### config.mk
export PLATFORM = sky130hd
export DESIGN_NAME = context_select
export DESIGN_NICKNAME = d
export VERILOG_FILES = /design/src/hw/cpu_pkg.sv /design/src/hw/context_select.sv
export SDC_FILE = /design/constraint.sdc
export NUM_CORES = 1
export LEC_CHECK = 0
export BUFFER_PORTS_ARGS = -buffer_cell sky130_fd_sc_hd__buf_2
export CAP_MARGIN = 25
export CORE_AREA = 2 2 265 267
export DETAILED_ROUTE_END_ITERATION = 7
export DIE_AREA = 0 0 267 269
export PLACE_DENSITY_LB_ADDON = 0.15
export SETUP_SLACK_MARGIN = 0.3
export SYNTH_ARGS = -nofsm -noshare
export SYNTH_HDL_FRONTEND = slang
export SYNTH_SLANG_ARGS = --single-unit
### constraint.sdc
create_clock -name clka -period 2.55 [get_ports clka]
set_input_delay 0.255 -clock clka [delete_from_list [all_inputs] [get_ports clka]]
set_output_delay 0.255 -clock clka [all_outputs]
set_load 0.005 [all_outputs]
### src/hw/cpu_pkg.sv
package cpu_pkg;

  localparam int NUM_CTX = 4;       // resident process slots
  localparam int NUM_REGS = 8;      // registers per slot
  localparam int NUM_LPAGES = 4;    // logical pages per process
  localparam int PAGE_WORDS = 64;
  localparam int PAGE_BITS = $clog2(PAGE_WORDS);
  localparam int RAM_WORDS = 1024;
  localparam int SLICE_LEN = 3;     // instructions per time slice

  typedef logic [15:0] data_t;      // ram word, register, immediate
  typedef logic [9:0] paddr_t;      // physical ram address
  typedef logic [7:0] laddr_t;      // logical process address
  typedef logic [1:0] ctx_t;
  typedef logic [2:0] reg_idx_t;
  typedef logic [1:0] lpage_t;
  typedef logic [3:0] ppage_t;

  // instruction word is {opcode, register}, followed by one immediate word
  typedef enum logic [7:0] {
    JMP       = 8'd1,
    RAM2REG   = 8'd2,
    REG2RAM   = 8'd3,
    NUM2REG   = 8'd4,
    REG_PLUS  = 8'd5,
    REG_MINUS = 8'd6,
    EXIT      = 8'd17
  } opcode_t;

  typedef enum logic [2:0] {
    IDLE,       // wait for work, switch context
    XLATE,      // translate pc
    READ,       // read opcode word, translate pc + 1
    FETCH_OP,   // latch opcode word, read immediate
    FETCH_IMM,  // latch immediate
    DECODE,     // execute or start data access
    LOAD_DATA,  // ram2reg translate and read
    STORE       // reg2ram write
  } exec_state_t;

endpackage

### src/hw/context_select.sv
module context_select
  import cpu_pkg::*;
(
  input  logic               clka,
  input  logic               rst_n,
  input  logic               start,
  input  logic               advance,
  input  logic [NUM_CTX-1:0] active,
  input  laddr_t             pcs [NUM_CTX],
  input  data_t              regs_all [NUM_CTX][NUM_REGS],
  output ctx_t               cur_ctx,
  output laddr_t             cur_pc,
  output data_t              cur_regs [NUM_REGS],
  output logic               any_active
);

  ctx_t next_ctx;

  // walk from the farthest slot back so the nearest active one after cur wins;
  // cur itself has the lowest priority and is kept only if it is alone
  always_comb begin
    ctx_t cand;
    next_ctx = cur_ctx;
    for (int k = NUM_CTX; k >= 1; k--) begin
      cand = cur_ctx + ctx_t'(k);  // wraps modulo NUM_CTX
      if (active[cand]) begin
        next_ctx = cand;
      end
    end
  end

  always_ff @(posedge clka or negedge rst_n) begin
    if (!rst_n) begin
      cur_ctx <= '0;
    end else if (start) begin
      cur_ctx <= '0;
    end else if (advance) begin
      cur_ctx <= next_ctx;
    end
  end

  assign cur_pc     = pcs[cur_ctx];
  assign cur_regs   = regs_all[cur_ctx];
  assign any_active = |active;

endmodule

After elaboration in Yosys (flattened, before gate mapping):

Cells that the tools add are included.

* logic and storage cells: 30
* input bits: 552
* flip-flop bits (word level): 2
* output and inout bits: 139

* add/subtract/negate cells: 3
* reductions and logical operators: 4
* bitwise logic cells: 1
* magnitude comparators: 4
* mux-type cells: 17

Operators with widths (count)
* 128-bit binary-select mux with 2-bit select: 1
* 128-bit two-way mux: 2
* 8-bit binary-select mux with 2-bit select: 1
* 8-bit two-way mux: 2
* 2-bit two-way mux: 5
* 2-bit by 3-bit less-than comparator with 1-bit output (second input constant): 3
* 1-bit binary-select mux with 2-bit select: 3
* 2-bit adder (second input constant): 2
* 4-bit nonzero test: 1
* 4-bit OR reduction: 1
* 3-bit greater-or-equal comparator (second input constant): 1
* 1-bit two-way mux: 3
* 2-bit NOT with 3-bit output: 1
* 2-bit by 1-bit adder with 2-bit output (second input constant): 1
* 2-bit AND reduction: 1
* 2-bit nonzero test: 1

Logic depth before layout (Yosys ltp):

Gate-level depths: netlist of run 1.

* depth in word-level cells: 8
* mapped depth: 5
* gate-level depth less buffers: 4

Least setup slack after synthesis of run 1:

OpenSTA, ideal clock, no wires.

* path type: register -> output
* start point: reg cur_ctx[0]
* end point: out cur_regs[100] (netlist bit)
* path slack: 0.817 ns
* required time: 2.295 ns
* path buffers: 3
* data arrival time: 1.478 ns
* cell stages (with the launch flop): 5
* cells stage by stage: dfrtp_1 > buf_6 > buf_2 > buf_2 > mux4_2

RTL lines
* start, declared: RTL line context_select.sv:11 `output ctx_t cur_ctx,`
* start signal, assigned: RTL line context_select.sv:38 `cur_ctx <= next_ctx;`
* end, declared: RTL line context_select.sv:13 `output data_t cur_regs [NUM_REGS],`

==> flow_metrics.py, run 1 <==
metrics = {
    "sta": {
        "clock_skew_ps": 0.0327,
        "fmax_mhz": 465,
        "fin_setup_tns_ps": 0,
        "drv_slew": 0,
        "hold_violations": 0,
        "period_minus_slack_ps": 2150,
        "max_slew_margin_pct": 73.2,
        "setup_viol": 0,
        "rsz0062_at_grt": "no",
        "final.period_utilization_pct": 84.3,
        "worst_pin_slew_ps": 397,
        "finalWorstSetupSlack_ps": 401,
    },
    "floorplan": {
        "ioPinCount": 691,
        "start_util_pct": 4.99,
        "core_area_um2": 69300,
        "die_h_um": 269,
        "dieArea_um2": 71800,
        "row_count": 97,
        "die_w_um": 267,
    },
    "logic_synthesis": {
        "netlist_instances": 195,
        "synth_edf_count": 0,
        "synth-simple-area-share_pct": 2.06,
        "synth_top_area_share_pct": 88.5,
        "syn_area_per_cell_um2": 17.7,
        "ys_seq_area_share_pct": 1.45,
        "mappedNetlistArea_um2": 3460,
        "synth_xor_xnor_area_share_pct": 0,
        "ys_ff_latch": 2,
        "synthTopCellsByCount": "136 x mux4_2, 24 x buf_2, 6 x buf_1, 3 x a211o_1, 3 x or4_1",
        "yosys.cell_count.top_type": "mux4_2",
        "synthArstFlopShare_pct": 100,
        "synthFlopType": "dfrtp_1",
        "synth_top_family_by_area": "multiplexers",
        "synth_cell_type_count": 23,
        "yosys_warnings": 0,
        "synth_area_leaders": "mux4_2 89%, buf_2 3.5%, dfrtp_1 1.4%, a211o_1 0.76%, buf_1 0.65%",
        "yosys.area.top_type": "mux4_2",
        "syn-num-nets": 747,
        "synthAdderAreaFrac_pct": 0,
        "synth_compound_area_share_pct": 2.42,
        "synthMuxAreaShare_pct": 89.3,
    },
    "routing": {
        "first_iter_violations": 301,
        "top_layer_used": "met5",
        "vias": 5461,
        "m1WireLength_um": 12700,
        "met2_length_um": 16200,
        "drt_wl_total_um": 31700,
        "wl_met3_um": 2250,
        "via_per_inst": 3.00,
        "wl_per_cell_um": 17.4,
        "drc": 0,
        "antenna_left": 0,
        "first_pass_iters": 4,
    },
    "critical_path": {
        "cp.required_ps": 2300,
        "crit_type": "reg -> out",
        "cp-start-kind": "flop",
        "crit_arrival_ps": 1890,
        "reg2regPathDepth": 5,
        "critPathMaxFanout": 28,
        "regToRegStartpoint": "cur_ctx[0]",
        "endpoint_kind": "output pin",
        "r2r_end": "cur_ctx[0]",
        "reg2reg_setup_slack_ps": 580,
    },
    "layout": {
        "area_growth_syn_to_layout_pct": 141,
        "largest_reg_flops": 2,
        "fin_nets": 1433,
        "fillers": 8032,
        "reg_top3": "cur_ctx (2)",
        "postLayoutCellArea_um2": 8350,
        "regArea_um2": 57.6,
        "multiInputGateArea_um2": 3240,
        "post_route_cells_drive_above_1_share_pct": 97.5,
        "regMostFlops": "cur_ctx",
        "instances_no_fill": 1821,
    },
    "global_route": {
        "antenna_found_initial": 12,
        "grt_pass1_wl_um": 40800,
        "grt_max_degree": 33,
        "gr-usage-all-layers_pct": 7.87,
        "grt_overflow": 0,
        "first_global_vias": 5896,
    },
    "place": {
        "placed_cells": 1813,
        "port_buffers": 690,
        "gp_congestion": 0.848,
        "post-place-ws_ps": 491,
        "dp_hpwl_um": 28600,
        "placed_area_um2": 8180,
    },
    "clock_tree": {
        "post_cts_buffers": 0,
        "root_buffer": "clkbuf_16",
        "clock_insertion_delay_worst_skew_ps": 220,
        "cts.sink_count": 2,
        "numCtsBuffers": 3,
        "cts_tree": "yes",
        "cts-htree-levels": 1,
        "clkTransAtPathRegs_ps": 30,
        "cts_max_path_buffers": 2,
    },
    "run_status": {
        "status": "finished, final reports clean",
    },
    "run": {
        "maxCapViolCount": 0,
    },
    "worst_hold_path": {
        "min_to": "cur_ctx[1]",
        "min_path_type": "in -> reg",
        "hold_path_depth": 2,
        "min-delay-start": "start",
    },
    "power_and_ir_drop": {
        "power.density_nw_per_um2": 323,
        "irDropWorstVdd_mv": 0.127,
        "leakagePower_nw": 3.74,
    },
}
==> routing by layer <==
| metal | vias up | track usage (%) |
|---|---|---|
| met5 | - | 0 |
| met4 | 4 | 1.72 |
| met3 | 18 | 1.19 |
| met2 | 354 | 13.7 |
| met1 | 2716 | 10.2 |
| li1 | 2369 | - |
==> power breakdown <==
| group | leakage (nW) | internal [mW] | total [mW] | switching (mW) |
|---|---|---|---|---|
| logic | 3.68 | 1.43 | 2.40 | 0.968 |
| registers | 0.0233 | 0.0399 | 0.0603 | 0.0204 |
| clock network | 0.0370 | 0.199 | 0.232 | 0.0327 |
==> placed cells by master (no fill, tap or decap), drive strengths merged <==
master       instances
buf                710
mux4               136
clkbuf               5
or4                  3
a211o                3
o21ai                3
diode                2
inv                  2
nor2b                2
o311ai               2
dfrtp                2
mux2                 2
nor4b                1
or3b                 1
o22ai                1
a21oi                1
nor2                 1
nand3b               1
nor3b                1
a211oi               1
dlygate4sd3          1
==> how the worst max path moves through the flow <==
| stage | start | endpoint | cells after the start | slack (ps) |
|---|---|---|---|---|
| 2_1_floorplan | cur_ctx[0] | cur_regs[100] | 4 | 820 |
| 3_3_place_gp | cur_ctx[0] | cur_regs[58] | 4 | 510 |
| 3_5_place_dp | cur_ctx[0] | cur_regs[55] | 4 | 490 |
| 4_1_cts | cur_ctx[0] | cur_regs[109] | 4 | 300 |
| 5_1_grt | cur_ctx[0] | cur_regs[52] | 4 | 300 |
| 6_report | cur_ctx[0] | cur_regs[19] | 4 | 400 |
==> final cells by class <==
cell class,count,share of cell area (%)
Antenna cell,2,0.0599
Clock buffer,3,0.899
Inverter,2,0.0899
Multi-Input combinational cell,159,38.9
Sequential cell,2,0.689
Tap cell,940,14.1
Timing Repair Buffer,713,45.3
==> what timing repair did <==
item                                    4_1_cts  5_1_grt
endpoints found under the setup margin       15       71
cloned                                        0        2
resized for setup                             1        5
hold buffers                                  1        0
hold endpoints to repair                      2        0
==> critical path: stages (launching register included) <==
cell	delay [ps]
dfrtp_4	460
buf_12	240
clkbuf_16	260
mux4_2	510
buf_2	140
==> kinds of logic after synthesis <==
logic type,count (synthesis)
muxes,138
buffers and inverters,34
and+or+nand+nor,10
AOI/OAI and AO/OA,11
DFF,2
==> stage by stage <==
step                hold WS (ps)  utilization (%)  power (mW)
floorplan                  -40.6                -        1.25
global placement            58.3             11.8        2.47
detailed placement          58.3             11.8        2.46
CTS                          271             11.9        2.71
global route                 269             12.0        2.92
finish                       254             12.0        2.69
Power figures use the tool's default switching activity.
==> run 2: changes to the inputs <==
--- a/config.mk
+++ b/config.mk
@@ -7,9 +7,9 @@
 export LEC_CHECK = 0
 export BUFFER_PORTS_ARGS = -buffer_cell sky130_fd_sc_hd__buf_2
 export CAP_MARGIN = 25
-export CORE_AREA = 2 2 265 267
+export CORE_AREA = 2 2 268 270
 export DETAILED_ROUTE_END_ITERATION = 7
-export DIE_AREA = 0 0 267 269
+export DIE_AREA = 0 0 270 272
 export PLACE_DENSITY_LB_ADDON = 0.15
 export SETUP_SLACK_MARGIN = 0.3
 export SYNTH_ARGS = -nofsm -noshare
==> constraint.sdc (replaced) <==
create_clock -name clka -period 1.9 [get_ports clka]
set_input_delay 0.19 -clock clka [delete_from_list [all_inputs] [get_ports clka]]
set_output_delay 0.19 -clock clka [all_outputs]
set_load 0.005 [all_outputs]
==> run 2 against run 1 <==
Effect of this change: the run now ends with setup timing left; worst setup slack worse by 480 ps; clock-buffer cell count stayed put; clock skew hardly changed; cell count is 1.7% higher; first-iteration DRC count is 51% lower; register-to-register slack worse by 620 ps; clock power is 35% higher; power is 43% higher; largest cell class unchanged.
==> flow_metrics.py, run 2 (synthesized netlist as in run 1, its figures left out) <==
metrics = {
    "sta": {
        "rsz0062_at_grt": "yes",
        "finalWorstSetupSlack_ps": -75.6,
        "setup_viol": 118,
        "hold_violations": 0,
        "final.period_utilization_pct": 104,
        "fmax_mhz": 506,
        "worst_pin_slew_ps": 422,
        "fin_setup_tns_ps": -4090,
        "drv_slew": 0,
        "clock_skew_ps": 0.424,
        "max_slew_margin_pct": 71.5,
        "period_minus_slack_ps": 1980,
    },
    "routing": {
        "first_iter_violations": 148,
        "wl_per_cell_um": 16.8,
        "first_pass_iters": 4,
        "vias": 5647,
        "antenna_left": 0,
        "drc": 0,
        "drt_wl_total_um": 31100,
        "via_per_inst": 3.05,
    },
    "place": {
        "dp_hpwl_um": 27900,
        "post-place-ws_ps": 59.1,
        "gp_congestion": 1.02,
        "port_buffers": 690,
    },
    "floorplan": {
        "core_area_um2": 70800,
        "die_h_um": 272,
        "start_util_pct": 4.89,
        "die_w_um": 270,
        "dieArea_um2": 73400,
        "row_count": 98,
        "ioPinCount": 691,
    },
    "critical_path": {
        "crit_type": "reg -> out",
        "crit_arrival_ps": 1790,
        "cp_cell_sequence": "buf_12, buf_4, mux4_2, buf_2",
        "critPathMaxFanout": 7,
        "slowest_stage": "mux4_2",
        "path_delay_family": "buffers and inverters",
        "max_stage_delay_ps": 520,
        "endpoint_kind": "output pin",
        "path_buf_inv": 3,
        "cp.required_ps": 1710,
        "cp-start-kind": "flop",
    },
    "global_route": {
        "grt_pass1_wl_um": 42800,
        "first_global_vias": 6311,
        "gr-usage-all-layers_pct": 7.82,
        "grt_max_degree": 45,
        "antenna_found_initial": 1,
        "grt_overflow": 0,
    },
    "power_and_ir_drop": {
        "irDropWorstVdd_mv": 0.191,
        "power_mw": 3.86,
        "power.density_nw_per_um2": 444,
        "leakagePower_nw": 3.91,
    },
    "layout": {
        "fillers": 8163,
        "area_growth_syn_to_layout_pct": 152,
        "largest_reg_flops": 2,
        "reg_top3": "cur_ctx (2)",
        "final_common_cell": "buf_2",
        "mostFrequentLayoutCells": "681 x buf_2, 136 x mux4_2, 19 x buf_4",
        "post_route_cells_drive_above_1_share_pct": 98.0,
        "fin_nets": 1455,
        "regMostFlops": "cur_ctx",
    },
    "clock_tree": {
        "cts-htree-levels": 1,
        "numCtsBuffers": 3,
        "root_buffer": "clkbuf_16",
        "cts_tree": "yes",
        "cts_max_path_buffers": 2,
        "clkTransAtPathRegs_ps": 30,
        "clock_insertion_delay_worst_skew_ps": 220,
        "cts.sink_count": 2,
    },
    "run_status": {
        "violations": "setup timing",
        "status": "finished with violations",
    },
    "worst_hold_path": {
        "min_path_type": "in -> reg",
    },
    "run": {
        "maxCapViolCount": 0,
    },
}
run 2: cell count changes in the layout (fill, tap and decap cells not counted), sizes merged:
| cell | before | now |
|---|---|---|
| buf | 710 | 733 |
| bufbuf | 0 | 1 |
| clkbuf | 5 | 3 |
| diode | 2 | 1 |
run 2: worst reg2reg max path, delay by kind of cell (launching register included):
kind	cells	cell delay [ps]
compound gates	2	240
buf+inv	1	180
flops	1	530
mux	1	320
simple gates	1	540
run 2: area by class of cell:
cell class	instances	area (µm²)	area share, %
clock buffers	3	75.1	0.862
flip-flops and latches	2	57.6	0.661
inverters	2	7.51	0.0862
diodes	1	2.50	0.0287
well taps	950	1190	13.7
repair buffers	735	4110	47.2
multi-input cells	159	3270	37.5
run 2: per-stage QoR:
stage               util [%]  std cells  cell area, µm²  hold WS, ps
CTS                     12.2       1849            8640          188
floorplan                  -        195            3470         -106
detailed placement      11.7       1833            8300        -8.89
global placement        11.7       1833            8300        -12.0
finish                  12.3       1852            8710          181
global route            12.3       1851            8700          189
run 2: timing repair:
item,4_1_cts,5_1_grt
hold buffers,1,0
cloned,2,0
pin swaps,0,1
endpoints found under the setup margin,138,138
buffers inserted,10,2
gates resized for setup,25,9
hold endpoints to repair,2,0
run 2: final timing paths:
path                            start      endpoint  slack, ps  cells after the start
min in group asynchronous       rst_n    cur_ctx[0]        380                      2
hold / removal                  start    cur_ctx[1]        180                      2
setup reg to reg           cur_ctx[0]    cur_ctx[0]        -40                      5
hold reg to reg            cur_ctx[0]    cur_ctx[0]        820                      2
setup / recovery           cur_ctx[0]  cur_regs[50]        -80                      4
max in group asynchronous       rst_n    cur_ctx[1]       1400                      2
run 2: per-layer routing:
layer	track usage (%)	vias to the layer above	part of all wire (%)
met2	14.7	398	53
li1	-	2410	-
met4	2.51	0	2.7
met5	0	-	0
met1	8.63	2813	36
met3	1.78	26	7.7
run 2: power by group:
group          leakage (nW)  internal (mW)  total, mW  switching, mW
clock network        0.0370          0.267      0.313         0.0452
logic                  3.85           2.15       3.48           1.33
registers            0.0233         0.0537     0.0719         0.0182
total                  3.91           2.47       3.86           1.40
==> run 3: changes to the inputs <==
--- a/config.mk
+++ b/config.mk
@@ -5,12 +5,14 @@
 export SDC_FILE = /design/constraint.sdc
 export NUM_CORES = 1
 export LEC_CHECK = 0
+export ABC_AREA = 1
 export BUFFER_PORTS_ARGS = -buffer_cell sky130_fd_sc_hd__buf_2
 export CAP_MARGIN = 25
-export CORE_AREA = 2 2 268 270
+export CORE_AREA = 2 2 273 275
 export DETAILED_ROUTE_END_ITERATION = 7
-export DIE_AREA = 0 0 270 272
+export DIE_AREA = 0 0 275 277
 export PLACE_DENSITY_LB_ADDON = 0.15
+export RECOVER_POWER = 50
 export SETUP_SLACK_MARGIN = 0.3
 export SYNTH_ARGS = -nofsm -noshare
 export SYNTH_HDL_FRONTEND = slang
==> run 3 against run 2 <==
Effect of this change: the flow still finishes with violations (setup timing); clock power is 3% higher; cell count is 28% higher; worst setup slack better by 20 ps; global-route usage is 4.5 points higher; core utilization is 1.4 points higher; synthesized area is 17% higher; die area is 3.7% higher; flip-flop and latch count stayed put; sequential power is 34% higher; design area is 16% higher; largest power group unchanged.
==> flow_metrics.py, run 3 <==
metrics = {
    "sta": {
        "setup_viol": 37,
        "period_minus_slack_ps": 1960,
        "hold_violations": 0,
        "fin_setup_tns_ps": -571,
        "drv_slew": 0,
        "max_slew_margin_pct": 77.8,
        "worst_pin_slew_ps": 333,
        "final.period_utilization_pct": 103,
        "fmax_mhz": 511,
        "rsz0062_at_grt": "yes",
        "finalWorstSetupSlack_ps": -55.1,
        "clock_skew_ps": 0.585,
    },
    "logic_synthesis": {
        "synthFlopType": "dfrtp_1",
        "netlist_instances": 687,
        "synth_top_area_share_pct": 50.9,
        "yosys_warnings": 0,
        "synth_edf_count": 0,
        "synth_cell_type_count": 21,
        "yosys.area.top_type": "nand3_1",
        "synthArstFlopShare_pct": 100,
        "syn_area_per_cell_um2": 5.90,
        "synthTopCellsByCount": "412 x nand3_1, 96 x a22oi_1, 46 x buf_2, 39 x a22oi_2, 27 x nand2_1",
        "ys_seq_area_share_pct": 1.24,
        "yosys.cell_count.top_type": "nand3_1",
        "mappedNetlistArea_um2": 4050,
        "ys_ff_latch": 2,
        "synth_area_leaders": "nand3_1 51%, a22oi_1 18%, a22oi_2 12%, buf_2 5.7%, buf_6 3.9%",
        "syn-num-nets": 1239,
    },
    "routing": {
        "via_per_inst": 3.74,
        "drt_wl_total_um": 52400,
        "vias": 8866,
        "first_iter_violations": 371,
        "antenna_left": 0,
        "first_pass_iters": 4,
        "wl_per_cell_um": 22.1,
        "drc": 0,
    },
    "critical_path": {
        "regToRegStartpoint": "cur_ctx[0]",
        "endpoint_kind": "output pin",
        "r2r_end": "cur_ctx[0]",
        "crit_type": "reg -> out",
        "critPathMaxFanout": 7,
        "startpoint": "cur_ctx[0]",
        "cp.required_ps": 1710,
        "reg2regPathDepth": 11,
        "reg2reg_setup_slack_ps": 210,
        "crit_arrival_ps": 1770,
        "cp-start-kind": "flop",
    },
    "clock_tree": {
        "numCtsBuffers": 3,
        "cts-htree-levels": 1,
        "cts_max_path_buffers": 2,
        "clock_insertion_delay_worst_skew_ps": 220,
        "cts_tree": "yes",
        "root_buffer": "clkbuf_16",
        "cts.sink_count": 2,
        "clkTransAtPathRegs_ps": 30,
    },
    "run": {
        "maxCapViolCount": 0,
    },
    "worst_hold_path": {
        "min_to": "cur_ctx[0]",
        "min-delay-start": "start",
        "min_path_type": "in -> reg",
        "hold_path_depth": 4,
    },
    "layout": {
        "utilization_pct": 13.7,
        "fin_nets": 1951,
        "largest_reg_flops": 2,
        "area_growth_syn_to_layout_pct": 150,
        "regMostFlops": "cur_ctx",
        "post_route_cells_drive_above_1_share_pct": 64.3,
        "instances_no_fill": 2371,
        "reg_top3": "cur_ctx (2)",
        "final_common_cell": "buf_2",
        "mostFrequentLayoutCells": "686 x buf_2, 392 x nand3_1, 70 x a22oi_2",
    },
    "global_route": {
        "grt_overflow": 0,
        "grt_pass1_wl_um": 68300,
        "first_global_vias": 9199,
        "antenna_found_initial": 35,
        "gr-usage-all-layers_pct": 12.4,
        "grt_max_degree": 42,
    },
    "place": {
        "dp_hpwl_um": 42000,
        "port_buffers": 690,
        "placed_cells": 2332,
        "gp_congestion": 0.921,
    },
    "power_and_ir_drop": {
        "power_mw": 8.50,
        "power.density_nw_per_um2": 841,
        "irDropWorstVdd_mv": 0.403,
        "leakagePower_nw": 4.75,
    },
    "floorplan": {
        "die_h_um": 277,
        "start_util_pct": 5.51,
        "dieArea_um2": 76200,
        "row_count": 100,
        "die_w_um": 275,
        "ioPinCount": 691,
        "core_area_um2": 73600,
    },
    "run_status": {
        "status": "finished with violations",
        "violations": "setup timing",
    },
}
run 3: repair_timing:
item                                   CTS  global route
cloned                                   9             7
pin swaps                               13             4
setup endpoints to repair              137           138
endpoints found under the hold margin    2             0
setup buffers                           10             4
hold buffers                             1             0
gates resized for setup                 71            31
run 3: cell type report:
cell class | count | area [µm²]
tap | 969 | 1210
clock buffer | 3 | 75.1
multi-input combinational | 590 | 3740
inverter | 4 | 38.8
sequential | 2 | 57.6
timing repair buffer | 797 | 4970
timing repair inverter | 1 | 8.76
fill | 8739 | 63500
antenna | 5 | 12.5
run 3: kinds of logic (layout without fill, tap and decap cells):
logic type | after synthesis | count (layout) | synth area share (%)
flops | 2 | 2 | 1.24
other cells | 0 | 5 | 0
buf+inv | 95 | 805 | 13.3
compound gates | 137 | 137 | 30.1
simple gates | 453 | 453 | 55.3
run 3: worst max-delay path by stage:
stage / end / slack (ps) / depth (start not counted)
3_3_place_gp: cur_regs[53] / 80 / 8
6_report: cur_regs[94] / -60 / 7
5_1_grt: cur_regs[38] / -120 / 6
4_1_cts: cur_regs[64] / -60 / 6
2_1_floorplan: cur_regs[49] / 500 / 7
3_5_place_dp: cur_regs[52] / 50 / 8
run 3: routing by layer:
layer	GRT usage, %	up-vias	wire length, µm
met5	0	-	46
met4	1.59	8	842
met3	2.41	79	4000
met2	24.0	533	27100
met1	14.0	4145	20400
li1	-	4101	-
run 3: per-stage QoR:
stage               setup slack, ps  area [µm²]  hold slack, ps
detailed placement             48.6        9020           -11.5
global placement               75.8        9020           -6.30
global route                   -120       10100             279
CTS                           -62.5        9770             259
floorplan                       496        4050            -106
finish                        -55.1       10100             262
run 3: where the power goes:
| group | switching (mW) | internal, mW |
|---|---|---|
| sequential | 0.0366 | 0.0601 |
| combinational | 4.29 | 3.78 |
| clock | 0.0543 | 0.268 |
| total | 4.39 | 4.11 |
run 3: worst max-delay path: stages, from the launching register on:
cell and delay, ps:
dfrtp_4 530, nor2_4 220, buf_4 160, buf_12 140
buf_16 150, a22oi_2 70, nand3_1 100, buf_2 130
