File: config.mk
export PLATFORM = sky130hd
export DESIGN_NAME = exec_core
export DESIGN_NICKNAME = d
export VERILOG_FILES = /design/src/hw/cpu_pkg.sv /design/src/hw/exec_core.sv
export SDC_FILE = /design/constraint.sdc
export NUM_CORES = 1
export LEC_CHECK = 0
export ABC_AREA = 1
export ABC_CLOCK_PERIOD_IN_PS = 6300
export BUFFER_PORTS_ARGS = -buffer_cell sky130_fd_sc_hd__buf_2
export CORE_AREA = 2 2 100 102
export CTS_BUF_LIST = sky130_fd_sc_hd__clkbuf_4
export CTS_CLUSTER_SIZE = 25
export DETAILED_ROUTE_END_ITERATION = 12
export DIE_AREA = 0 0 102 104
export GPL_TIMING_DRIVEN = 0
export PLACE_DENSITY = 0.91
export RECOVER_POWER = 50
export SLEW_MARGIN = 20
export SYNTH_ARGS = -nofsm -noshare
export SYNTH_HDL_FRONTEND = slang
export SYNTH_SLANG_ARGS = --single-unit
File: constraint.sdc
create_clock -name clka -period 6.3 [get_ports clka]
set_input_delay 0.63 -clock clka [delete_from_list [all_inputs] [get_ports clka]]
set_output_delay 0.63 -clock clka [all_outputs]
set_load 0.1 [all_outputs]
File: src/hw/cpu_pkg.sv
package cpu_pkg;

  localparam int NUM_CTX = 4;       // resident process slots
  localparam int NUM_REGS = 8;      // registers per slot
  localparam int NUM_LPAGES = 4;    // logical pages per process
  localparam int PAGE_WORDS = 64;
  localparam int PAGE_BITS = $clog2(PAGE_WORDS);
  localparam int RAM_WORDS = 1024;
  localparam int SLICE_LEN = 3;     // instructions per time slice

  typedef logic [15:0] data_t;      // ram word, register, immediate
  typedef logic [9:0] paddr_t;      // physical ram address
  typedef logic [7:0] laddr_t;      // logical process address
  typedef logic [1:0] ctx_t;
  typedef logic [2:0] reg_idx_t;
  typedef logic [1:0] lpage_t;
  typedef logic [3:0] ppage_t;

  // instruction word is {opcode, register}, followed by one immediate word
  typedef enum logic [7:0] {
    JMP       = 8'd1,
    RAM2REG   = 8'd2,
    REG2RAM   = 8'd3,
    NUM2REG   = 8'd4,
    REG_PLUS  = 8'd5,
    REG_MINUS = 8'd6,
    EXIT      = 8'd17
  } opcode_t;

  typedef enum logic [2:0] {
    IDLE,       // wait for work, switch context
    XLATE,      // translate pc
    READ,       // read opcode word, translate pc + 1
    FETCH_OP,   // latch opcode word, read immediate
    FETCH_IMM,  // latch immediate
    DECODE,     // execute or start data access
    LOAD_DATA,  // ram2reg translate and read
    STORE       // reg2ram write
  } exec_state_t;

endpackage

File: src/hw/exec_core.sv
module exec_core
  import cpu_pkg::*;
(
  input  logic     clka,
  input  logic     rst_n,
  input  logic     start,
  input  ctx_t     cur_ctx,
  input  laddr_t   cur_pc,
  input  data_t    cur_regs [NUM_REGS],
  input  logic     any_active,
  input  logic     xlate_done,
  input  paddr_t   xlate_paddr,
  input  logic     xlate_fault,
  input  data_t    ram_rdata,
  output logic     xlate_req,
  output ctx_t     xlate_ctx,
  output laddr_t   xlate_laddr,
  output paddr_t   ram_raddr,
  output logic     ram_we,
  output paddr_t   ram_waddr,
  output data_t    ram_wdata,
  output logic     ctx_we,
  output ctx_t     ctx_sel,
  output logic     reg_we,
  output reg_idx_t reg_idx,
  output data_t    reg_wdata,
  output logic     pc_we,
  output laddr_t   pc_wdata,
  output logic     kill,
  output logic     advance,
  output logic     fault,
  output ctx_t     fault_ctx
);

  exec_state_t state;
  exec_state_t state_nxt;
  opcode_t     op_q;
  reg_idx_t    rsel_q;
  data_t       imm_q;
  logic [1:0]  slice_cnt;  // instructions retired in this slice
  logic        switch_q;   // advance owed on the next idle cycle
  logic        load_wait;  // ram2reg data arrives next cycle
  logic        retire;
  logic        xlate_bad;

  assign xlate_bad = xlate_done & xlate_fault;

  always_comb begin
    state_nxt   = state;
    xlate_req   = 1'b0;
    xlate_laddr = cur_pc;
    ram_we      = 1'b0;
    reg_we      = 1'b0;
    reg_wdata   = imm_q;
    pc_we       = 1'b0;
    pc_wdata    = cur_pc + 8'd2;
    kill        = 1'b0;
    fault       = 1'b0;
    retire      = 1'b0;
    case (state)
      IDLE: begin
        if (any_active) state_nxt = XLATE;
      end
      XLATE: begin
        xlate_req = 1'b1;
        state_nxt = READ;
      end
      READ, FETCH_OP: begin
        if (xlate_bad) begin
          kill      = 1'b1;
          fault     = 1'b1;
          state_nxt = IDLE;
        end else if (state == READ) begin
          xlate_req   = 1'b1;  // immediate word, overlapped with opcode read
          xlate_laddr = cur_pc + 8'd1;
          state_nxt   = FETCH_OP;
        end else begin
          state_nxt = FETCH_IMM;
        end
      end
      FETCH_IMM: state_nxt = DECODE;
      DECODE: begin
        case (op_q)
          NUM2REG: begin
            reg_we = 1'b1;
            pc_we  = 1'b1;
            retire = 1'b1;
          end
          REG_PLUS, REG_MINUS: begin
            reg_we    = 1'b1;
            reg_wdata = (op_q == REG_PLUS) ? cur_regs[rsel_q] + imm_q
                                           : cur_regs[rsel_q] - imm_q;  // wraps at 16 bits
            pc_we     = 1'b1;
            retire    = 1'b1;
          end
          JMP: begin
            pc_we    = 1'b1;
            pc_wdata = imm_q[7:0];
            retire   = 1'b1;
          end
          RAM2REG, REG2RAM: begin
            xlate_req   = 1'b1;
            xlate_laddr = imm_q[7:0];
            state_nxt   = (op_q == RAM2REG) ? LOAD_DATA : STORE;
          end
          EXIT: begin
            kill      = 1'b1;
            state_nxt = IDLE;
          end
          default: begin  // unknown opcode is a no-op
            pc_we  = 1'b1;
            retire = 1'b1;
          end
        endcase
      end
      LOAD_DATA: begin
        if (load_wait) begin
          reg_we    = 1'b1;
          reg_wdata = ram_rdata;
          pc_we     = 1'b1;
          retire    = 1'b1;
        end else if (xlate_bad) begin
          kill      = 1'b1;
          fault     = 1'b1;
          state_nxt = IDLE;
        end
      end
      STORE: begin
        if (xlate_bad) begin
          kill      = 1'b1;
          fault     = 1'b1;
          state_nxt = IDLE;
        end else begin
          ram_we = 1'b1;
          pc_we  = 1'b1;
          retire = 1'b1;
        end
      end
      default: state_nxt = IDLE;
    endcase
    if (retire) begin
      state_nxt = (slice_cnt == SLICE_LEN - 1) ? IDLE : XLATE;  // slice used up
    end
  end

  always_ff @(posedge clka or negedge rst_n) begin
    if (!rst_n) begin
      state     <= IDLE;
      switch_q  <= 1'b0;
      slice_cnt <= '0;
      load_wait <= 1'b0;
    end else begin
      state     <= state_nxt;
      load_wait <= (state == LOAD_DATA) & ~load_wait & ~xlate_bad;
      if (start) begin
        switch_q <= 1'b1;  // first advance picks the first active slot
      end else if (state == IDLE) begin
        switch_q <= 1'b0;
      end else if (state_nxt == IDLE) begin
        switch_q <= 1'b1;  // exit, fault or end of slice
      end
      if (advance) begin
        slice_cnt <= '0;
      end else if (retire) begin
        slice_cnt <= slice_cnt + 2'd1;
      end
    end
  end

  always_ff @(posedge clka) begin
    if (state == FETCH_OP) begin
      op_q   <= opcode_t'(ram_rdata[15:8]);
      rsel_q <= ram_rdata[2:0];
    end
    if (state == FETCH_IMM) begin
      imm_q <= ram_rdata;
    end
  end

  // switching happens one cycle after a kill so the slot's active flag is already clear
  assign advance   = (state == IDLE) & switch_q;
  assign xlate_ctx = cur_ctx;
  assign ram_raddr = xlate_paddr;  // every read uses the address translated last cycle
  assign ram_waddr = xlate_paddr;
  assign ram_wdata = cur_regs[rsel_q];
  assign ctx_we    = reg_we | pc_we | kill;
  assign ctx_sel   = cur_ctx;
  assign reg_idx   = rsel_q;
  assign fault_ctx = cur_ctx;

endmodule

-- Yosys cells after proc, flatten, opt, wreduce, memory -nomap -nowiden
Cells that the tools add are included.
- register bits: 34
- input port bits: 170
- muxes and demuxes: 44
- order comparisons: 1
- add/sub/neg operators: 5
- reduce and logical (&&, ||, !) cells: 10
- bitwise operators: 9
- equal/unequal tests: 15
- operators with widths (operator ; number):
    16-bit 2-to-1 mux ; 5
    16-bit binary-select mux with 3-bit select ; 1
    8-bit 2-to-1 mux ; 5
    16-bit case mux with 2 select lines ; 1
    8-bit by 3-bit equality test with 1-bit output, second input constant ; 3
    3-bit case mux with 7 select lines ; 1
    3-bit 2-to-1 mux ; 6
    16-bit adder ; 1
    8-bit by 2-bit equality test with 1-bit output, second input constant ; 2
    1-bit 2-to-1 mux ; 16
    8-bit case mux with 2 select lines ; 1
    16-bit subtractor ; 1
    3-bit equality test, second input constant ; 4
    1-bit case mux with 3 select lines ; 3
    3-bit OR reduction ; 3
    8-bit by 1-bit adder with 8-bit output, second input constant ; 1
    8-bit by 2-bit adder with 8-bit output, second input constant ; 1
    8-bit by 1-bit equality test with 1-bit output, second input constant ; 1
    8-bit by 5-bit equality test with 1-bit output, second input constant ; 1
    3-bit by 2-bit equality test with 1-bit output, second input constant ; 2
    3-bit logical NOT ; 2
    3-bit case mux with 2 select lines ; 1
    2-bit OR reduction ; 3
    1-bit AND ; 4
    other kinds (11) ; 15

-- Longest topological paths before layout
Gate-level depths: netlist of the first run.
- depth in word-level cells: 9
- depth in mapped cells: 20
- depth with buffers taken out: 20

-- Worst setup path after synthesis of the first run
No wires, ideal clock.
- kind: register to output
- start point: register rsel_q[0] (netlist: reg_idx[0])
- end point: output reg_wdata[4]
- arrival time: 6.568 ns
- setup slack: -0.898 ns
- stages on the path, launching flop included: 14
- path buffers: 2
- path through: edfxtp_1 > buf_2 > buf_2 > nor2_1 > o22ai_1 > inv_1 > o21ai_0 > inv_1 > fa_1 > inv_1 > nand2_1 > o21ai_1 > xnor2_1 > o221ai_1
- word-level cells in the longest chain between the ends: 8
- elaborated cells between the ends (all ways): 9
- RTL lines (item ; line ; source):
    from (decl) ; exec_core.sv:38 ; reg_idx_t rsel_q;
    from (signal assigned) ; exec_core.sv:173 ; rsel_q <= ram_rdata[2:0];
    3-bit inverter with 4-bit output * ; -- ;
    16-bit binary-select mux with 3-bit select * ; -- ;
    16-bit 2-to-1 mux * (2 in series) ; -- ;
    net ram_wdata[1] ; exec_core.sv:21 ; output data_t ram_wdata,
    16-bit subtractor or 16-bit adder (tied branches) ; exec_core.sv:92, exec_core.sv:91 ;
    16-bit 2-to-1 mux * ; exec_core.sv:91 ; reg_wdata = (op_q == REG_PLUS) ? cur_regs[rsel_q] + imm_q
    16-bit 2-to-1 mux * ; exec_core.sv:83 ; case (op_q)
    16-bit case mux with 2 select lines * ; exec_core.sv:60 ; case (state)
    to (decl) ; exec_core.sv:26 ; output data_t reg_wdata,
The timed path passes the listed nets; every way through them passes the cells marked *. The select of a mux whose other input is x is not followed.

-- Worst setup path in the final report of the first run
- start point: register rsel_q[1] (netlist: reg_idx[1])
- end point: output reg_wdata[14]
- word-level cells in the longest chain between the ends: 8
- elaborated cells between the ends (all ways): 9
- RTL lines (item ; line):
    3-bit inverter with 4-bit output (not written as such) * ; exec_core.sv:91, exec_core.sv:92
    16-bit binary-select mux with 3-bit select * ; exec_core.sv:91, exec_core.sv:92
    16-bit 2-to-1 mux (not written as such) * (2 in series) ; exec_core.sv:91, exec_core.sv:92
    16-bit subtractor or 16-bit adder (tied branches) ; exec_core.sv:92, exec_core.sv:91
    16-bit 2-to-1 mux * ; exec_core.sv:91
    16-bit 2-to-1 mux * ; exec_core.sv:83
    16-bit case mux with 2 select lines * ; exec_core.sv:60
Every way passes the cells marked *; elsewhere a longest branch is shown, timed or not. The select of a mux whose other input is x is not followed.

==> results of run 1 <==
==> area by class of cell <==
| class | count | share of cell area (%) |
|---|---|---|
| Timing Repair Buffer | 242 | 18.77 |
| Clock inverter | 3 | 0.7258 |
| Inverter | 90 | 5.444 |
| Buffer | 56 | 5.565 |
| Clock buffer | 5 | 0.6048 |
| Tap cell | 133 | 2.681 |
| Sequential cell | 34 | 15.89 |
| Multi-Input combinational cell | 595 | 50.28 |
| Antenna cell | 1 | 0.04032 |
==> flip-flops by register name (all words and copies together) (netlist names) <==
register / flops
imm_q: 16
load_wait: 1
op_q: 8
reg_idx: 3
slice_cnt: 2
state: 3
switch_q: 1
==> power groups by stage <==
stage / clock network (mW) / logic, mW / registers (mW)
after detailed placement: 0 / 2.03 / 0.348
after global placement: 0 / 2.02 / 0.345
final: 0.170 / 2.05 / 0.345
after floorplan: 0 / 1.64 / 0.361
after CTS: 0.169 / 2.04 / 0.344
after global routing: 0.178 / 2.18 / 0.350
==> per-layer routing <==
layer / track usage, % / share of wire [%] / vias up
li1: - / - / 3059
met4: 16.67 / 5.2 / 0
met3: 5.511 / 8.4 / 70
met1: 34.90 / 38 / 2771
met2: 55.03 / 49 / 334
met5: 0 / 0 / -
==> logic make-up (layout without fill, tap and decap cells) <==
| logic type | count (synthesis) | after routing | synth area share, % |
|---|---|---|---|
| adders and majority gates | 22 | 22 | 5.902 |
| buffers and inverters | 146 | 396 | 14.26 |
| xor gates and xnor gates | 23 | 23 | 4.205 |
| other | 0 | 1 | 0 |
| AOI/OAI and AO/OA | 179 | 179 | 21.70 |
| DFF | 34 | 34 | 20.58 |
| and+or+nand+nor | 371 | 371 | 33.35 |
==> worst min path at each step <==
stage | start | endpoint | slack (ns) | depth (start not counted)
3_3_place_gp | rst_n | switch_q | 0.47 | 1
5_1_grt | rst_n | switch_q | 0.18 | 1
2_1_floorplan | rst_n | load_wait | 0.33 | 0
3_5_place_dp | rst_n | slice_cnt[1] | 0.47 | 1
6_report | rst_n | slice_cnt[0] | 0.15 | 1
4_1_cts | rst_n | slice_cnt[1] | 0.09 | 1
==> cell usage in the layout, fill, tap and decap left out, types with 11 or more instances in the layout <==
cell type  Yosys  routed
a21oi_1       22      22
o21ai_0       85      84
ha_1          21      21
edfxtp_1      27      27
o22ai_1       17      17
nand2_1      143     144
clkbuf_1      13      50
inv_1         81      81
a31oi_1       14      11
nor2_1       139     139
buf_4         31      31
buf_2          9     214
nand3_1       58      59
xor2_1        21      21
==> metrics by stage <==
stage	setup WS, ns	utilization [%]	power (mW)	TNS [ns]	hold slack [ns]
2_1_floorplan	-0.01200	-	2.004	-0.01200	0.3344
3_3_place_gp	1.924	64.79	2.365	0	0.4727
3_5_place_dp	1.917	64.79	2.383	0	0.4745
4_1_cts	1.503	65.66	2.555	0	0.08677
5_1_grt	1.204	64.99	2.713	0	0.1771
6_report	1.430	64.99	2.563	0	0.1470
==> critical path, cell delays in order, from the launching register on <==
cell      delay, ns
edfxtp_1       0.49
inv_1          0.20
buf_1          0.36
o21ai_0        0.16
o22ai_1        0.21
nor2_1         0.12
a31oi_2        0.20
ha_1           0.20
inv_1          0.06
fa_1           0.35
inv_1          0.07
nand2_1        0.06
o21ai_1        0.31
nand2_1        0.09
nand2_1        0.11
nand3_1        0.11
nand2_1        0.09
nand2_1        0.05
nand3_1        0.07
nand2_1        0.06
nand3_1        0.09
buf_2          0.43
==> impl_metrics.py, run 1 <==
metrics = {
    "power_and_ir_drop": {
        "internal-power_uw": 836.9,
        "combPwrFrac_pct": 79.9,
        "switching_power_mw": 1.726,
        "switching_share_pct": 67.34,
        "power_density_nw_per_um2": 413.0,
        "leakagePower_nw": 3.210,
        "clock_power_share_pct": 6.6,
        "seqPwrFrac_pct": 13.5,
        "ir_worst_vdd_uv": 335.0,
    },
    "logic_synthesis": {
        "synthTopCellsByCount": "nand2_1, nor2_1, o21ai_0",
        "synth-async-reset-ratio_pct": 20.59,
        "netlist.top_cell.by_area": "edfxtp_1",
        "synth_nets": 967,
        "synth-main-ff-cell": "edfxtp_1",
        "ys_ff_latch": 34,
        "synth.avg_cell_area_um2": 6.182,
        "synth_edf_count": 27,
        "yosysMostFrequentCell": "nand2_1",
        "ys_seq_area_share_pct": 20.58,
        "synth_cells": 775,
        "synth.area.top_cells": "edfxtp_1, nand2_1, nor2_1",
        "synthDistinctLibCells": 43,
        "syn_area_um2": 4791,
        "synth_top_area_share_pct": 16.92,
        "yosys_warnings": 0,
    },
    "timing": {
        "tightest_slew_ns": 1.172,
        "setup_violations": 0,
        "rsz0062_at_grt": "false",
        "fmax_mhz": 205.4,
        "hold_viol": 0,
        "maxSlewHeadroom_pct": 22.17,
        "min_period_ns": 4.870,
        "clock_skew_ns": 0.007744,
        "drv_slew": 0,
        "timing.final.crit_share_pct": 77.30,
    },
    "clock_network": {
        "cts.sinks": 34,
        "cts-root-buf": "clkbuf_4",
        "cts_buffers": 5,
        "clockBufferDepth": 2,
        "cts_tree": "done",
        "path_clk_slew_ns": 0.12,
        "htreeDepth": 2,
        "hold_buffers": 0,
        "cts_setup_buffers": 0,
        "ctsResizeCount": 0,
        "clk_latency_ns": 0.36,
    },
    "final_layout": {
        "multi_input_area_um2": 3120,
        "stdcell_count": 1159,
        "drive_gt1_share_pct": 28.29,
        "regArea_um2": 985.9,
        "postLayoutCellArea_um2": 6206,
        "area_delta_synth_final_pct": 29.54,
        "fin_nets": 1216,
        "nFillCells": 949,
    },
    "die": {
        "core_area_um2": 9549,
        "fp.dieW_um": 102,
        "chipHeight_um": 104,
        "rows": 36,
        "pin_count": 255,
        "initial_core_util_pct": 50.17,
        "fp.dieArea_um2": 10610,
    },
    "critical_path": {
        "crit_start": "reg_idx[1]",
        "end_kind": "output pin",
        "worstReg2RegStart": "op_q[1]",
        "crit_end": "reg_wdata[14]",
        "crit_fanout": 10,
        "crit_arrival_ns": 4.24,
        "worstSetupPathType": "reg2out",
        "start_kind": "flip-flop",
        "r2r_slack_ns": 4.47,
        "worst_r2r_endpoint": "switch_q",
        "worst-r2r-cell-count": 12,
        "cp.required_ns": 5.67,
    },
    "place": {
        "dp_hpwl_mm": 14.48,
        "dp.cells": 1150,
        "port_buffers": 242,
        "place.gp.congestion": 0.9282,
        "place_area_um2": 6187,
    },
    "global_route": {
        "grt_usage_pct": 31.19,
        "gr-total-overflow": 0,
        "antenna_found_initial": 1,
        "grt_pass1_wl_mm": 26.63,
        "grt_max_degree": 17,
        "grt_pass1_vias": 5800,
    },
    "routing": {
        "wl_per_cell_um": 15.02,
        "drc": 0,
        "drt_iter0_markers": 399,
        "totalWireLength_mm": 17.41,
        "vias": 6234,
        "antenna_left": 0,
        "first_pass_iters": 5,
        "viasPerCell": 5.379,
    },
    "worst_hold_path": {
        "hp-class": "in2async",
    },
    "flow_run": {
        "drv_cap": 0,
    },
    "run_status": {
        "status": "complete, no violations",
    },
}
No activity file was read; power rests on OpenSTA's default activity.
==> inputs of run 2 (changes only) <==
ABC_AREA = 0   (was 1)
ABC_CLOCK_PERIOD_IN_PS = 4500   (was 6300)
CORE_AREA = 2 2 101 103   (was 2 2 100 102)
DIE_AREA = 0 0 103 105   (was 0 0 102 104)
PLACE_DENSITY = 0.86   (was 0.91)
clock period = 4.5 ns   (was 6.3 ns; I/O delays follow)
==> run 2 against run 1 <==
The flow now finishes with violations (setup timing). Critical path depth fell by 6. Hold slack improved by 0.12 ns. Worst setup slack got worse by 1.6 ns. Area after synthesis fell by 8.1%. Non-clock buffer count rose by 18. Largest power group unchanged. Highest routed layer is now met5.
==> impl_metrics.py, run 2 <==
metrics = {
    "timing": {
        "drv_slew": 0,
        "clock_skew_ns": 0.01629,
        "fmax_mhz": 214.7,
        "tightest_slew_ns": 1.182,
        "holdWs_ns": 0.2669,
        "maxSlewHeadroom_pct": 21.57,
        "rsz0062_at_grt": "true",
        "hold_viol": 0,
        "min_period_ns": 4.658,
        "setup_ws_ns": -0.1578,
        "setup_violations": 6,
        "timing.final.crit_share_pct": 103.5,
    },
    "logic_synthesis": {
        "synth_cells": 481,
        "synth-async-reset-ratio_pct": 20.59,
        "ys_ff_latch": 34,
        "synth.avg_cell_area_um2": 9.156,
        "synth_nets": 673,
        "synth.area.top_cells": "edfxtp_1, mux4_2, ha_1",
        "ys_seq_area_share_pct": 22.39,
        "netlist.top_cell.by_area": "edfxtp_1",
        "synth_top_area_share_pct": 18.41,
        "syn_area_um2": 4404,
        "synth-simple-area-share_pct": 16.56,
        "synthAdderAreaFrac_pct": 6.420,
        "synthDistinctLibCells": 61,
        "synthXorXnorAreaFrac_pct": 6.705,
        "synthTopCellsByCount": "a21oi_1, nor2_1, nand2_1",
        "synth_edf_count": 27,
        "synth_compound_area_share_pct": 17.50,
        "yosys_warnings": 0,
        "muxShareOfSynthArea_pct": 21.73,
        "synth-main-ff-cell": "edfxtp_1",
        "synth_top_family_by_area": "multiplexers",
    },
    "critical_path": {
        "cp.required_ns": 4.05,
        "crit_fanout": 5,
        "crit_arrival_ns": 4.21,
        "end_kind": "output pin",
        "crit_start": "op_q[7]",
        "worstSetupPathType": "reg2out",
        "worstReg2RegStart": "state[1]",
        "start_kind": "flip-flop",
    },
    "clock_network": {
        "cts_buffers": 5,
        "clockBufferDepth": 2,
        "htreeDepth": 2,
        "path_clk_slew_ns": 0.13,
        "cts-root-buf": "clkbuf_4",
        "cts.sinks": 34,
        "cts_tree": "done",
        "clk_latency_ns": 0.37,
    },
    "routing": {
        "drt_iter0_markers": 490,
        "drc": 0,
        "first_pass_iters": 5,
        "totalWireLength_mm": 17.41,
        "wl_met1_mm": 6.716,
        "viasPerCell": 5.802,
        "wl_met2_mm": 8.347,
        "vias": 5158,
        "wl_per_cell_um": 19.58,
        "top_layer": "met5",
        "wl_met3_mm": 1.933,
        "antenna_left": 0,
    },
    "flow_run": {
        "drv_cap": 0,
    },
    "worst_hold_path": {
        "hp-start": "ram_rdata[5]",
        "hp-class": "in2reg",
    },
    "die": {
        "core_area_um2": 9639,
        "pin_count": 255,
        "initial_core_util_pct": 45.69,
        "chipHeight_um": 105,
        "fp.dieArea_um2": 10820,
        "fp.dieW_um": 103,
        "rows": 36,
    },
    "global_route": {
        "gr-total-overflow": 0,
        "grt_pass1_wl_mm": 24.69,
        "grt_max_degree": 12,
        "antenna_found_initial": 2,
        "grt_usage_pct": 29.19,
        "grt_pass1_vias": 5015,
    },
    "power_and_ir_drop": {
        "power_density_nw_per_um2": 623.8,
        "seqPwrFrac_pct": 12.2,
        "ir_worst_vdd_uv": 618.3,
        "internal-power_mw": 1.690,
        "combPwrFrac_pct": 83.5,
        "leakagePower_nw": 2.884,
        "switching_power_mw": 2.556,
        "switching_share_pct": 60.20,
        "clock_power_share_pct": 4.3,
    },
    "run_status": {
        "status": "complete, but fails checks",
        "violations": "setup timing",
    },
    "place": {
        "port_buffers": 241,
        "dp.cells": 857,
        "place.gp.congestion": 0.9083,
        "dp_hpwl_mm": 13.48,
    },
    "final_layout": {
        "drive_gt1_share_pct": 51.79,
        "mostFrequentLayoutCells": "buf_2, clkbuf_1, buf_4, nand2_1, nor2_1",
        "area_delta_synth_final_pct": 54.57,
        "largest_reg_flops": 16,
        "reg.largest.list": "imm_q (16), op_q (8)",
        "fin_nets": 944,
        "stdcell_count": 889,
        "final_common_cell": "buf_2",
        "regMostFlops": "imm_q",
        "nFillCells": 748,
    },
}
run 2: changes by cell type after synthesis, sizes merged, moves of 20 or more:
cell,change
nor2,-106
a21oi,+20
mux4,+32
nand2,-111
nand3,-47
inv,-72
o21ai,-64
run 2: logic make-up after synthesis:
logic type,after synthesis
and+or+nand+nor,146
AOI/OAI and AO/OA,124
buffers and inverters,70
muxes,53
DFF,34
xor gates and xnor gates,32
adders and majority gates,22
run 2: through the flow:
stage | power, mW | instance area [um^2] | worst slack (ns) | util (%) | TNS (ns)
2_1_floorplan | 2.915 | 4716 | -0.3566 | - | -2.520
3_3_place_gp | 3.377 | 6088 | -0.1840 | 63.16 | -0.4123
3_5_place_dp | 3.463 | 6112 | -0.2954 | 63.41 | -0.7326
4_1_cts | 3.797 | 6369 | -0.09413 | 66.07 | -0.1792
5_1_grt | 4.420 | 6800 | -0.2336 | 70.55 | -1.427
6_report | 4.247 | 6808 | -0.1578 | 70.63 | -0.5206
run 2: worst max-delay path, cell delays in order (launching register included):
cell and delay, ns:
edfxtp_1 0.37, or4_4 0.56, or3b_4 0.44, nor2_4 0.18, buf_6 0.17, nor2_4 0.06, xor2_4 0.24, ha_4 0.24
a21oi_1 0.14, nand2_1 0.10, a221o_1 0.37, a31oi_4 0.20, a21oi_2 0.09, xnor2_1 0.15, o31a_4 0.38, buf_12 0.17
run 2: final cells by class:
| type | count | area [um^2] | share of cell area, % |
|---|---|---|---|
| Multi-Input combinational cell | 377 | 3660 | 53.76 |
| Timing Repair Buffer | 264 | 1493 | 21.93 |
| Sequential cell | 34 | 985.9 | 14.48 |
| Buffer | 52 | 370.4 | 5.440 |
| Tap cell | 133 | 166.4 | 2.444 |
| Inverter | 18 | 71.32 | 1.048 |
| Clock buffer | 6 | 45.04 | 0.6616 |
| Clock inverter | 2 | 8.758 | 0.1287 |
| Antenna cell | 3 | 7.507 | 0.1103 |
run 2: final timing paths:
check	endpoint	cells past startpoint	slack (ns)
worst min register to register	switch_q	2	0.54
worst max register to register	switch_q	7	1.84
worst min-delay path	imm_q[5]	1	0.27
max in group asynchronous	load_wait	2	3.69
worst max-delay path	reg_wdata[15]	15	-0.16
min in group asynchronous	slice_cnt[0]	2	0.50
run 2: power groups by stage:
| stage | registers [mW] | logic, mW | clock network, mW |
|---|---|---|---|
| global placement | 0.516 | 2.86 | 0 |
| detailed placement | 0.516 | 2.95 | 0 |
| global route | 0.527 | 3.70 | 0.193 |
| finish | 0.518 | 3.54 | 0.183 |
| floorplan | 0.523 | 2.39 | 0 |
| CTS | 0.512 | 3.11 | 0.180 |
run 2: metal layers:
metal  GRT usage [%]  vias up
met2           47.31      333
met1           38.21     2443
li1                -     2333
met5               0        -
met3           8.763       47
met4           6.579        2
run 2: repair_timing:
item / in CTS / in global routing
hold endpoints to repair: 7 / 0
gates resized for setup: 40 / 77
pin swaps: 11 / 41
setup buffers: 4 / 15
endpoints found under the setup margin: 12 / 12
cloned: 0 / 1
hold buffers: 1 / 0
==> inputs of run 3 (changes only) <==
ABC_CLOCK_PERIOD_IN_PS = 5450   (was 4500)
CORE_AREA = 2 2 100 102   (was 2 2 101 103)
DIE_AREA = 0 0 102 104   (was 0 0 103 105)
PLACE_DENSITY = 0.87   (was 0.86)
clock period = 5.45 ns   (was 4.5 ns; I/O delays follow)
==> run 3 against run 2 <==
Die area fell by 1.9%. Non-clock buffer count is 21 lower. Largest cell class unchanged. Largest power group unchanged. Design area is 14% lower. Highest routed layer is now met4. The flow now finishes without violations. Worst setup slack improved by 0.44 ns. Hold slack better by 0.11 ns. Clock-buffer cell count fell by 1. Sequential cell count stayed put. First-iteration DRC count down 10%. Wire length fell by 8.1%.
==> impl_metrics.py, run 3 (synthesis results as in run 2) <==
metrics = {
    "global_route": {
        "grt_max_degree": 12,
        "grt_usage_pct": 29.63,
        "gr-total-overflow": 0,
        "grt_pass1_wl_mm": 24.76,
        "grt_pass1_vias": 4921,
        "antenna_found_initial": 1,
    },
    "timing": {
        "setup_violations": 0,
        "rsz0062_at_grt": "false",
        "holdWs_ns": 0.3794,
        "tns_ns": 0,
        "hold_viol": 0,
        "min_period_ns": 5.167,
        "fmax_mhz": 193.5,
        "tightest_slew_ns": 1.171,
        "drv_slew": 0,
        "setup_ws_ns": 0.2826,
        "clock_skew_ns": 0.01798,
        "timing.final.crit_share_pct": 94.81,
        "maxSlewHeadroom_pct": 22.24,
    },
    "routing": {
        "totalWireLength_mm": 16.00,
        "wl_per_cell_um": 18.47,
        "viasPerCell": 5.791,
        "first_pass_iters": 5,
        "drc": 0,
        "vias": 5015,
        "drt_iter0_markers": 441,
        "antenna_left": 0,
    },
    "final_layout": {
        "mostFrequentLayoutCells": "buf_2, clkbuf_1, nor2_1, a21oi_1, nand2_1",
        "nFillCells": 898,
        "reg.largest.list": "imm_q (16), op_q (8)",
        "drive_gt1_share_pct": 42.21,
        "regMostFlops": "imm_q",
        "area_delta_synth_final_pct": 33.38,
        "final_common_cell": "buf_2",
        "fin_nets": 923,
        "largest_reg_flops": 16,
    },
    "power_and_ir_drop": {
        "seqPwrFrac_pct": 14.6,
        "leakagePower_nw": 2.583,
        "power_density_nw_per_um2": 493.0,
        "clock_power_share_pct": 4.9,
        "internal-power_mw": 1.024,
        "ir_worst_vdd_uv": 440.6,
        "switching_power_mw": 1.872,
        "switching_share_pct": 64.65,
        "combPwrFrac_pct": 80.6,
    },
    "critical_path": {
        "worst-r2r-cell-count": 7,
        "crit_fanout": 10,
        "max_stage_delay_ns": 0.56,
        "cp.required_ns": 4.91,
        "cpMostUsedCell": "buf_2",
        "start_kind": "flip-flop",
        "end_kind": "output pin",
        "critPathSlowestCell": "or4_4",
        "crit_start": "op_q[3]",
        "crit_arrival_ns": 4.62,
        "crit_chain": "or4_4 -> or3b_1 -> nor2_4 -> buf_2 -> nor2_1 -> xnor2_1 -> ha_1 -> a21oi_1 -> nand2_1 -> a221o_1 -> a31oi_1 -> xor2_1 -> a31oi_4 -> buf_2",
        "worstSetupPathType": "reg2out",
        "worstReg2RegStart": "state[1]",
    },
    "clock_network": {
        "cts_buffers": 5,
        "cts_tree": "done",
        "clockBufferDepth": 2,
        "cts_setup_buffers": 0,
        "cts-root-buf": "clkbuf_4",
        "path_clk_slew_ns": 0.12,
        "clk_latency_ns": 0.35,
        "htreeDepth": 2,
        "cts.sinks": 34,
    },
    "flow_run": {
        "drv_cap": 0,
    },
    "place": {
        "port_buffers": 241,
        "dp_worst_setup_slack_ns": 0.3703,
        "dp_hpwl_mm": 13.56,
        "place.gp.congestion": 0.9366,
    },
    "worst_hold_path": {
        "min_delay_path_depth": 1,
        "hp-class": "in2reg",
        "hp-start": "ram_rdata[7]",
    },
    "die": {
        "fp.dieArea_um2": 10610,
        "fp.dieW_um": 102,
        "initial_core_util_pct": 46.12,
        "pin_count": 255,
        "core_area_um2": 9549,
        "rows": 36,
        "chipHeight_um": 104,
    },
    "run_status": {
        "status": "complete, no violations",
    },
}
-- run 3: cell count changes in the layout (fill, tap and decap cells not counted), sizes merged --
| cell | delta |
|---|---|
| buf | -22 |
| diode | -2 |
| inv | +1 |
-- run 3: worst paths after layout --
check | endpoint | slack (ns)
setup / recovery | reg_wdata[13] | 0.28
setup reg to reg | switch_q | 2.86
min in group asynchronous | slice_cnt[0] | 0.62
max in group asynchronous | load_wait | 4.53
hold reg to reg | switch_q | 0.52
hold / removal | imm_q[7] | 0.38
-- run 3: stage by stage --
stage / util (%) / std cells / area (um^2) / power [mW]
global placement: 61.15 / 855 / 5839 / 2.660
detailed placement: 61.32 / 856 / 5856 / 2.726
CTS: 61.90 / 864 / 5911 / 2.871
finish: 61.52 / 866 / 5874 / 2.896
global route: 61.49 / 865 / 5872 / 3.048
floorplan: - / 481 / 4467 / 2.282
-- run 3: cell type report --
type	count	area [um^2]	area share, %
inverter	18	67.56	1.150
buffer	52	315.3	5.367
multi-input combinational	377	3109	52.93
sequential	34	985.9	16.78
timing repair buffer	243	1174	19.98
antenna	1	2.502	0.04260
tap	133	166.4	2.833
clock buffer	5	37.54	0.6390
clock inverter	3	16.27	0.2769
-- run 3: repair_timing --
item                       CTS  global route
setup endpoints to repair    1             4
hold buffers                 0             1
gates resized for setup      1             3
hold endpoints to repair     0             7
-- run 3: power by group through the flow --
stage | Combinational, mW | Clock, mW | Sequential (mW)
floorplan | 1.85 | 0 | 0.430
global placement | 2.24 | 0 | 0.424
detailed placement | 2.30 | 0 | 0.425
CTS | 2.31 | 0.141 | 0.419
global route | 2.46 | 0.154 | 0.429
finish | 2.33 | 0.141 | 0.422
-- run 3: critical path, delay by kind of cell, from the launching register on --
family                   cells  cell delay, ns
buffers and inverters        2            0.69
AO/OA/AOI/OAI                4            1.14
adder cells (fa/ha/maj)      1            0.35
flip-flops                   1            0.39
AND/OR/NAND/NOR              5            1.39
XOR/XNOR                     2            0.31
-- run 3: routing by layer --
metal | GRT usage, % | wire length, um | part of all wire, %
met1 | 40.22 | 6429 | 40
met2 | 47.74 | 7465 | 47
met3 | 6.586 | 1733 | 11
met4 | 7.714 | 371 | 2.3
met5 | 0 | 0 | 0
